## src/mips_fetch_settings.svh

```systemverilog
`ifndef MIPS_FETCH_SETTINGS_SVH
`define MIPS_FETCH_SETTINGS_SVH

// boot address after reset
// kseg1 boot rom region
`define RESET_PC 32'hBFC0_0000

// general exception vector with BEV set
`define EXC_ENTRANCE 32'hBFC0_0380

// two instructions per fetch
`define FETCH_STEP 8

// address and instruction width
`define WORD_BITS 32

// fetch data width
// low half is the instruction at pc
// high half is the instruction at pc+4
`define BUS_BITS 64

`endif

```

## src/mips_fetch_pkg.sv

```systemverilog
`include "mips_fetch_settings.svh"

package mips_fetch_pkg;

    // address or single instruction
    typedef logic [`WORD_BITS-1:0] word_t;

    // one fetch beat, two instruction slots
    typedef logic [`BUS_BITS-1:0] bus_data_t;

    // redirect kinds
    // encoded in rising priority so a plain compare ranks them
    typedef enum logic [1:0] {
        REDIR_NONE   = 2'd0,
        REDIR_BRANCH = 2'd1,
        REDIR_ERET   = 2'd2,
        REDIR_EXC    = 2'd3
    } redirect_t;

    // exception tag carried with slot a
    typedef enum logic {
        FETCH_OK       = 1'b0,
        FETCH_ADDR_ERR = 1'b1
    } fetch_exc_t;

endpackage

```

## src/redirect_hold.sv

```systemverilog
`timescale 1ns/10ps
`include "mips_fetch_settings.svh"

module redirect_hold (
    input  logic                  clk,
    input  logic                  reset,
    input  logic                  redirect_exc,
    input  logic                  redirect_eret,
    input  logic                  redirect_branch,
    input  mips_fetch_pkg::word_t epc,
    input  mips_fetch_pkg::word_t branch_target,
    input  mips_fetch_pkg::word_t pc,
    input  logic                  pc_move,
    output mips_fetch_pkg::word_t pc_next,
    output logic                  redirect_now
);
    import mips_fetch_pkg::*;

    redirect_t pulse_kind;
    word_t     pulse_target;
    redirect_t pend_kind;
    word_t     pend_target;
    word_t     pc_succ;

    // rank this cycle's pulses
    // exception beats eret beats branch
    always_comb begin
        if (redirect_exc) begin
            pulse_kind = REDIR_EXC;
        end else if (redirect_eret) begin
            pulse_kind = REDIR_ERET;
        end else if (redirect_branch) begin
            pulse_kind = REDIR_BRANCH;
        end else begin
            pulse_kind = REDIR_NONE;
        end
    end

    // target of the winning pulse
    always_comb begin
        case (pulse_kind)
            REDIR_EXC:  pulse_target = `EXC_ENTRANCE;
            REDIR_ERET: pulse_target = epc;
            default:    pulse_target = branch_target;
        endcase
    end

    // sequential successor, one pair ahead
    assign pc_succ = pc + word_t'(`FETCH_STEP);

    // pending redirect kind
    // held while the pc cannot move, dropped once it does
    always_ff @(posedge clk) begin
        if (reset) begin
            pend_kind <= REDIR_NONE;
        end else if (pc_move) begin
            pend_kind <= REDIR_NONE;
        end else if (pulse_kind != REDIR_NONE && pulse_kind >= pend_kind) begin
            pend_kind <= pulse_kind;
        end
    end

    // pending target follows the kind register
    always_ff @(posedge clk) begin
        if (!pc_move && pulse_kind != REDIR_NONE && pulse_kind >= pend_kind) begin
            pend_target <= pulse_target;
        end
    end

    // next pc choice
    // a live pulse wins over anything pending
    always_comb begin
        if (pulse_kind != REDIR_NONE) begin
            pc_next = pulse_target;
        end else if (pend_kind != REDIR_NONE) begin
            pc_next = pend_target;
        end else begin
            pc_next = pc_succ;
        end
    end

    // tells fetch that the next pc is off the sequential path
    assign redirect_now = (pulse_kind != REDIR_NONE) || (pend_kind != REDIR_NONE);

endmodule

```

## src/fetch_pc.sv

```systemverilog
`timescale 1ns/10ps
`include "mips_fetch_settings.svh"

module fetch_pc (
    input  logic                       clk,
    input  logic                       reset,
    input  logic                       decode_stall,
    input  logic                       iresp_addr_ok,
    input  logic                       redirect_any,
    input  logic                       redirect_now,
    input  mips_fetch_pkg::word_t      pc_next,
    output mips_fetch_pkg::word_t      pc,
    output mips_fetch_pkg::word_t      ireq_addr,
    output logic                       ireq_valid,
    output logic                       pc_move,
    output logic                       f1_valid,
    output mips_fetch_pkg::word_t      f1_pc,
    output mips_fetch_pkg::fetch_exc_t f1_exc
);
    import mips_fetch_pkg::*;

    logic       misaligned;
    logic       accepted;
    fetch_exc_t pc_exc;

    // word alignment check on the fetch pc
    assign misaligned = (pc[1:0] != 2'b00);

    // address error tag for the current pc
    assign pc_exc = misaligned ? FETCH_ADDR_ERR : FETCH_OK;

    // bus request
    // never issued for a misaligned pc
    assign ireq_addr  = pc;
    assign ireq_valid = !misaligned;

    // request taken by the bus this cycle
    assign accepted = ireq_valid && iresp_addr_ok;

    // pc may step once the bus took the address
    // a misaligned pc steps without any request
    // decode back-pressure freezes the whole front end
    assign pc_move = !decode_stall && (accepted || misaligned);

    // pc register
    // holds its value while waiting on the bus
    always_ff @(posedge clk) begin
        if (reset) begin
            pc <= `RESET_PC;
        end else if (pc_move) begin
            pc <= pc_next;
        end
    end

    // f1 valid bit
    // any redirect kills the entry behind it
    // bubble when the pc did not advance
    always_ff @(posedge clk) begin
        if (reset) begin
            f1_valid <= 1'b0;
        end else if (redirect_any || redirect_now) begin
            f1_valid <= 1'b0;
        end else if (!decode_stall) begin
            f1_valid <= pc_move;
        end
    end

    // f1 payload
    // pc of the outstanding request and its error tag
    always_ff @(posedge clk) begin
        if (!decode_stall) begin
            f1_pc  <= pc;
            f1_exc <= pc_exc;
        end
    end

endmodule

```

## src/instr_capture.sv

```systemverilog
`timescale 1ns/10ps
`include "mips_fetch_settings.svh"

module instr_capture (
    input  logic                       clk,
    input  logic                       reset,
    input  logic                       decode_stall,
    input  logic                       redirect_any,
    input  logic                       f1_valid,
    input  mips_fetch_pkg::word_t      f1_pc,
    input  mips_fetch_pkg::fetch_exc_t f1_exc,
    input  mips_fetch_pkg::bus_data_t  iresp_data,
    output logic                       out_valid_a,
    output mips_fetch_pkg::word_t      out_pc_a,
    output mips_fetch_pkg::word_t      out_instr_a,
    output mips_fetch_pkg::fetch_exc_t out_exc_a,
    output logic                       out_valid_b,
    output mips_fetch_pkg::word_t      out_pc_b,
    output mips_fetch_pkg::word_t      out_instr_b
);
    import mips_fetch_pkg::*;

    logic      saved;
    bus_data_t save_buf;
    bus_data_t raw;
    logic      addr_err;
    logic      take_save;
    word_t     instr_a;
    word_t     instr_b;

    // bus data is only there for one cycle
    // grab it in the first stalled cycle with a live f1 entry
    assign take_save = decode_stall && f1_valid && !saved;

    // save buffer state
    // emptied when decode moves again or on a redirect
    always_ff @(posedge clk) begin
        if (reset) begin
            saved <= 1'b0;
        end else if (redirect_any || !decode_stall) begin
            saved <= 1'b0;
        end else if (take_save) begin
            saved <= 1'b1;
        end
    end

    // raw word kept across the stall
    always_ff @(posedge clk) begin
        if (take_save) begin
            save_buf <= iresp_data;
        end
    end

    // saved copy wins over whatever the bus drives now
    assign raw = saved ? save_buf : iresp_data;

    // misaligned pc had no request, so no instruction either
    assign addr_err = (f1_exc == FETCH_ADDR_ERR);

    // slot split
    // low half at pc, high half at pc+4
    assign instr_a = addr_err ? '0 : raw[`WORD_BITS-1:0];
    assign instr_b = addr_err ? '0 : raw[`BUS_BITS-1:`WORD_BITS];

    // output valids
    // redirect flushes even under stall
    always_ff @(posedge clk) begin
        if (reset) begin
            out_valid_a <= 1'b0;
            out_valid_b <= 1'b0;
        end else if (redirect_any) begin
            out_valid_a <= 1'b0;
            out_valid_b <= 1'b0;
        end else if (!decode_stall) begin
            out_valid_a <= f1_valid;
            // slot b dropped behind an address error
            out_valid_b <= f1_valid && !addr_err;
        end
    end

    // output payload
    // frozen while decode stalls
    always_ff @(posedge clk) begin
        if (!decode_stall) begin
            out_pc_a    <= f1_pc;
            out_instr_a <= instr_a;
            out_exc_a   <= f1_exc;
            out_pc_b    <= f1_pc + word_t'(`WORD_BITS / 8);
            out_instr_b <= instr_b;
        end
    end

endmodule

```

## src/mips_fetch.sv

```systemverilog
`timescale 1ns/10ps

module mips_fetch (
    input  logic                       clk,
    input  logic                       reset,
    output mips_fetch_pkg::word_t      ireq_addr,
    output logic                       ireq_valid,
    input  logic                       iresp_addr_ok,
    input  mips_fetch_pkg::bus_data_t  iresp_data,
    input  logic                       redirect_exc,
    input  logic                       redirect_eret,
    input  logic                       redirect_branch,
    input  mips_fetch_pkg::word_t      epc,
    input  mips_fetch_pkg::word_t      branch_target,
    input  logic                       decode_stall,
    output logic                       out_valid_a,
    output mips_fetch_pkg::word_t      out_pc_a,
    output mips_fetch_pkg::word_t      out_instr_a,
    output mips_fetch_pkg::fetch_exc_t out_exc_a,
    output logic                       out_valid_b,
    output mips_fetch_pkg::word_t      out_pc_b,
    output mips_fetch_pkg::word_t      out_instr_b
);
    import mips_fetch_pkg::*;

    word_t      pc;
    word_t      pc_next;
    logic       redirect_now;
    logic       redirect_any;
    logic       pc_move;
    logic       f1_valid;
    word_t      f1_pc;
    fetch_exc_t f1_exc;

    // any redirect this cycle flushes the in-flight stages
    assign redirect_any = redirect_exc | redirect_eret | redirect_branch;

    // next pc selection and pending redirects
    redirect_hold u_redirect_hold (
        .clk             (clk),
        .reset           (reset),
        .redirect_exc    (redirect_exc),
        .redirect_eret   (redirect_eret),
        .redirect_branch (redirect_branch),
        .epc             (epc),
        .branch_target   (branch_target),
        .pc              (pc),
        .pc_move         (pc_move),
        .pc_next         (pc_next),
        .redirect_now    (redirect_now)
    );

    // pc register, bus request and f1 stage
    fetch_pc u_fetch_pc (
        .clk           (clk),
        .reset         (reset),
        .decode_stall  (decode_stall),
        .iresp_addr_ok (iresp_addr_ok),
        .redirect_any  (redirect_any),
        .redirect_now  (redirect_now),
        .pc_next       (pc_next),
        .pc            (pc),
        .ireq_addr     (ireq_addr),
        .ireq_valid    (ireq_valid),
        .pc_move       (pc_move),
        .f1_valid      (f1_valid),
        .f1_pc         (f1_pc),
        .f1_exc        (f1_exc)
    );

    // f2 capture and decode handoff
    instr_capture u_instr_capture (
        .clk          (clk),
        .reset        (reset),
        .decode_stall (decode_stall),
        .redirect_any (redirect_any),
        .f1_valid     (f1_valid),
        .f1_pc        (f1_pc),
        .f1_exc       (f1_exc),
        .iresp_data   (iresp_data),
        .out_valid_a  (out_valid_a),
        .out_pc_a     (out_pc_a),
        .out_instr_a  (out_instr_a),
        .out_exc_a    (out_exc_a),
        .out_valid_b  (out_valid_b),
        .out_pc_b     (out_pc_b),
        .out_instr_b  (out_instr_b)
    );

endmodule

```

## config.mk

```make
export PLATFORM = sky130hd
export DESIGN_NAME = mips_fetch
export DESIGN_NICKNAME = d
export VERILOG_FILES = /design/src/mips_fetch_pkg.sv /design/src/redirect_hold.sv /design/src/fetch_pc.sv /design/src/instr_capture.sv /design/src/mips_fetch.sv
export VERILOG_INCLUDE_DIRS = /design/src
export SDC_FILE = /design/constraint.sdc
export NUM_CORES = 1
export LEC_CHECK = 0
export BUFFER_PORTS_ARGS = -buffer_cell sky130_fd_sc_hd__buf_4
export CAP_MARGIN = 40
export CORE_ASPECT_RATIO = 0.75
export CORE_MARGIN = 2
export CORE_UTILIZATION = 54
export CTS_CLUSTER_DIAMETER = 150
export DETAILED_ROUTE_END_ITERATION = 12
export MAX_ROUTING_LAYER = met4
export PLACE_DENSITY_LB_ADDON = 0.1
export SYNTH_ARGS = -nofsm -noshare
export SYNTH_HDL_FRONTEND = slang
export SYNTH_SLANG_ARGS = --single-unit
```

## constraint.sdc

```tcl
create_clock -name clk -period 4.9 [get_ports clk]
set_input_delay 0.49 -clock clk [delete_from_list [all_inputs] [get_ports clk]]
set_output_delay 0.49 -clock clk [all_outputs]
set_load 0.05 [all_outputs]
```

==> flow_metrics.py <==
metrics = {
    "finish": {
        "synthToLayoutAreaGrowth_pct": 27.9,
        "final_util_pct": 70.9,
        "diodes": 0,
        "drive_gt1_share_pct": 31.4,
        "stdcell_count": 1502,
        "final_nets": 1325,
    },
    "cts": {
        "holdBufCountCts": 0,
        "cts_buffer_depth": 3,
        "htree_levels": 1,
        "cts_setup_buffers": 0,
        "clk_latency_ps": 540,
        "cts.repair.resized": 0,
        "clk_pin_slew_ps": 60,
        "cts_tree": "yes",
        "cts_inserted_buffers": 28,
        "root_buffer": "clkbuf_16",
        "cts.sinks": 294,
    },
    "yosys": {
        "ys_seq_area_share_pct": 68.6,
        "synth_area_per_cell_um2": 13.8,
        "netlist.area_leader.share_pct": 62.4,
        "ys_ff_latch": 294,
        "synth_edf_count": 256,
        "synth.area.top_cells": "edfxtp_1, mux2i_1, dfxtp_1",
        "ys.flop_type": "edfxtp_1",
        "mappedNetlistArea_mm2": 0.0123,
        "synth_cells": 891,
        "syn_nets": 1030,
        "synth_warnings": 0,
        "synth.distinct_cells": 67,
        "async_reset_ff_share_pct": 0,
        "synth_top_area_cell": "edfxtp_1",
    },
    "floorplan": {
        "core_area_mm2": 0.0222,
        "io_pins": 299,
        "die_height_um": 135,
        "start_util_pct": 55.4,
        "fp.dieW_um": 178,
        "dieArea_mm2": 0.0240,
        "num_rows": 47,
    },
    "timing": {
        "worstMarginPinSlew_ps": 959,
        "tns_ps": 0,
        "timing.final.crit_share_pct": 51.1,
        "drv_slew": 0,
        "relSlewSlack_pct": 35.5,
        "rsz0062_at_grt": "false",
        "min_period_ps": 2500,
        "finalHoldViolCount": 0,
        "fmax_mhz": 399,
        "fin_skew_ps": 17.1,
        "setup_viol": 0,
    },
    "status": {
        "outcome": "complete, no violations",
    },
    "global_route": {
        "grt_pass1_vias": 8152,
        "grt_max_degree": 67,
        "grt_pass1_wl_um": 46400,
        "antenna_found_initial": 0,
        "grt.overflow.total": 0,
        "grt-busiest-layer": "met1",
        "gr-usage-met2_pct": 35.6,
        "use_met1_pct": 40.3,
        "met3_usage_pct": 4.93,
        "grt_use_total_pct": 26.0,
    },
    "pwr": {
        "vdd.ir_drop.worst_uv": 285,
        "powerDensity_mw_per_mm2": 380,
        "p_leak_uw": 0.00596,
        "p_total_uw": 5990,
    },
    "route": {
        "dr.pass1.iters": 5,
        "wl_per_cell_um": 20.7,
        "drt_wl_total_um": 31100,
        "drc": 0,
        "via_per_inst": 5.81,
        "num_vias": 8721,
        "dr.first_iter.drc_count": 1023,
        "ant_nets": 0,
    },
    "worst_setup_path": {
        "max_stage_delay_ps": 630,
        "crit_chain": "buf_4 > nor2b_1 > nor2_1 > ha_1 > nand2b_1 > a21oi_1 > nor3_2 > buf_4",
        "worstPathRequired_ps": 5160,
        "reg2reg_depth": 5,
        "crit_fanout": 66,
        "worstSetupPathType": "input pin to flip-flop",
        "critPathArrivalTime_ps": 2760,
        "start_kind": "input pin",
        "cpMaxStageDelayCell": "nor2b_1",
        "end_kind": "flip-flop",
        "crit_top_cell": "buf_4",
    },
    "placed_design": {
        "io_buffers": 298,
        "dp_hpwl_um": 21800,
        "dp_cells": 1450,
        "place_congestion": 0.941,
    },
    "min_path": {
        "min_path_type": "input pin to flip-flop",
        "hold_path_depth": 1,
    },
    "job": {
        "maxCapViolCount": 0,
    },
}
worst max-delay path, delay by kind of cell:
kind | cells | cell delay [ps]
AO/OA/AOI/OAI | 1 | 350
adder cells (fa/ha/maj) | 1 | 300
buffers and inverters | 2 | 600
AND/OR/NAND/NOR | 4 | 990
layer usage:
layer | wire, um | share of wire, %
met3 | 3160 | 10
met4 | 601 | 1.9
met5 | 0 | 0
met2 | 13300 | 43
met1 | 14000 | 45
cell usage in the layout (no fill, tap or decap), drive strengths merged, types with 14 or more instances in the layout:
| cell type | instances |
|---|---|
| buf | 314 |
| edfxtp | 256 |
| nor2 | 112 |
| mux2i | 81 |
| dfxtp | 38 |
| clkbuf | 34 |
| nand2 | 33 |
| o21ai | 30 |
| a21oi | 25 |
| nand3 | 22 |
| xnor2 | 21 |
| and3 | 20 |
| nand4 | 19 |
| nor3 | 18 |
| nor2b | 17 |
| inv | 16 |
| clkinv | 14 |
report_power, final:
group	switching [uW]	internal [uW]	total, uW
Clock	900	1230	2130
Combinational	580	281	862
Sequential	99.3	2890	2990
Total	1580	4410	5990
layout make-up:
cell class              instances  area (um2)
clock inverters                18         158
inverters                      16        65.1
well taps                     294         368
clock buffers                  34         744
fillers                      1582        6480
flip-flops and latches        294        8450
repair buffers                314        2400
multi-input cells             532        3570
cell usage after synthesis, types with 5 or more instances:
library cell    n
a211o_1        13
a21oi_1        25
a222oi_1        6
a22o_1          5
a22oi_1         7
a31oi_1         8
and2_1          6
and3_1         20
buf_2          20
buf_4           5
clkbuf_1       20
dfxtp_1        38
edfxtp_1      256
inv_1          16
mux2i_1        81
nand2_1        32
nand2b_1        7
nand3_1        21
nand4_1        19
nor2_1        109
nor2b_1        17
nor3_1         14
o21ai_0        26
o221ai_1        6
o2bb2ai_1       7
xnor2_1        21
xor2_1          8
through the flow:
stage	hold slack, ps	setup WS (ps)	area (um2)
after global routing	118	2270	15800
after floorplan	400	427	12300
final	137	2400	15800
after detailed placement	429	1930	14800
after CTS	120	2470	15800
after global placement	406	1930	14800
kinds of logic after synthesis:
group | share of synthesized area [%]
buffers and inverters | 2.52
muxes | 6.58
and+or+nand+nor | 11.2
xor gates and xnor gates | 2.06
DFF | 68.6
adders and majority gates | 0.406
AOI/OAI and AO/OA | 8.58
flip-flops by register name, indices dropped and copies added, names as in the netlist, 2 cells and up:
signal and cells:
u_redirect_hold.pend_target 32, u_instr_capture.out_pc_b 32, u_fetch_pc.f1_pc 32, u_redirect_hold.pend_kind 2
u_instr_capture.out_pc_a 30, u_fetch_pc.ireq_addr 32, u_instr_capture.out_instr_a 32, u_instr_capture.save_buf 64
u_instr_capture.out_instr_b 32
final timing paths:
check	startpoint	endpoint	slack, ps
setup / recovery	redirect_eret	u_redirect_hold.pend_target[12]	2400
hold / removal	iresp_data[56]	u_instr_capture.save_buf[56]	140
setup reg to reg	u_fetch_pc.f1_pc[2]	u_instr_capture.out_pc_b[22]	2630
hold reg to reg	u_fetch_pc.f1_pc[1]	u_instr_capture.out_pc_b[1]	430
Power figures use the tool's default switching activity.
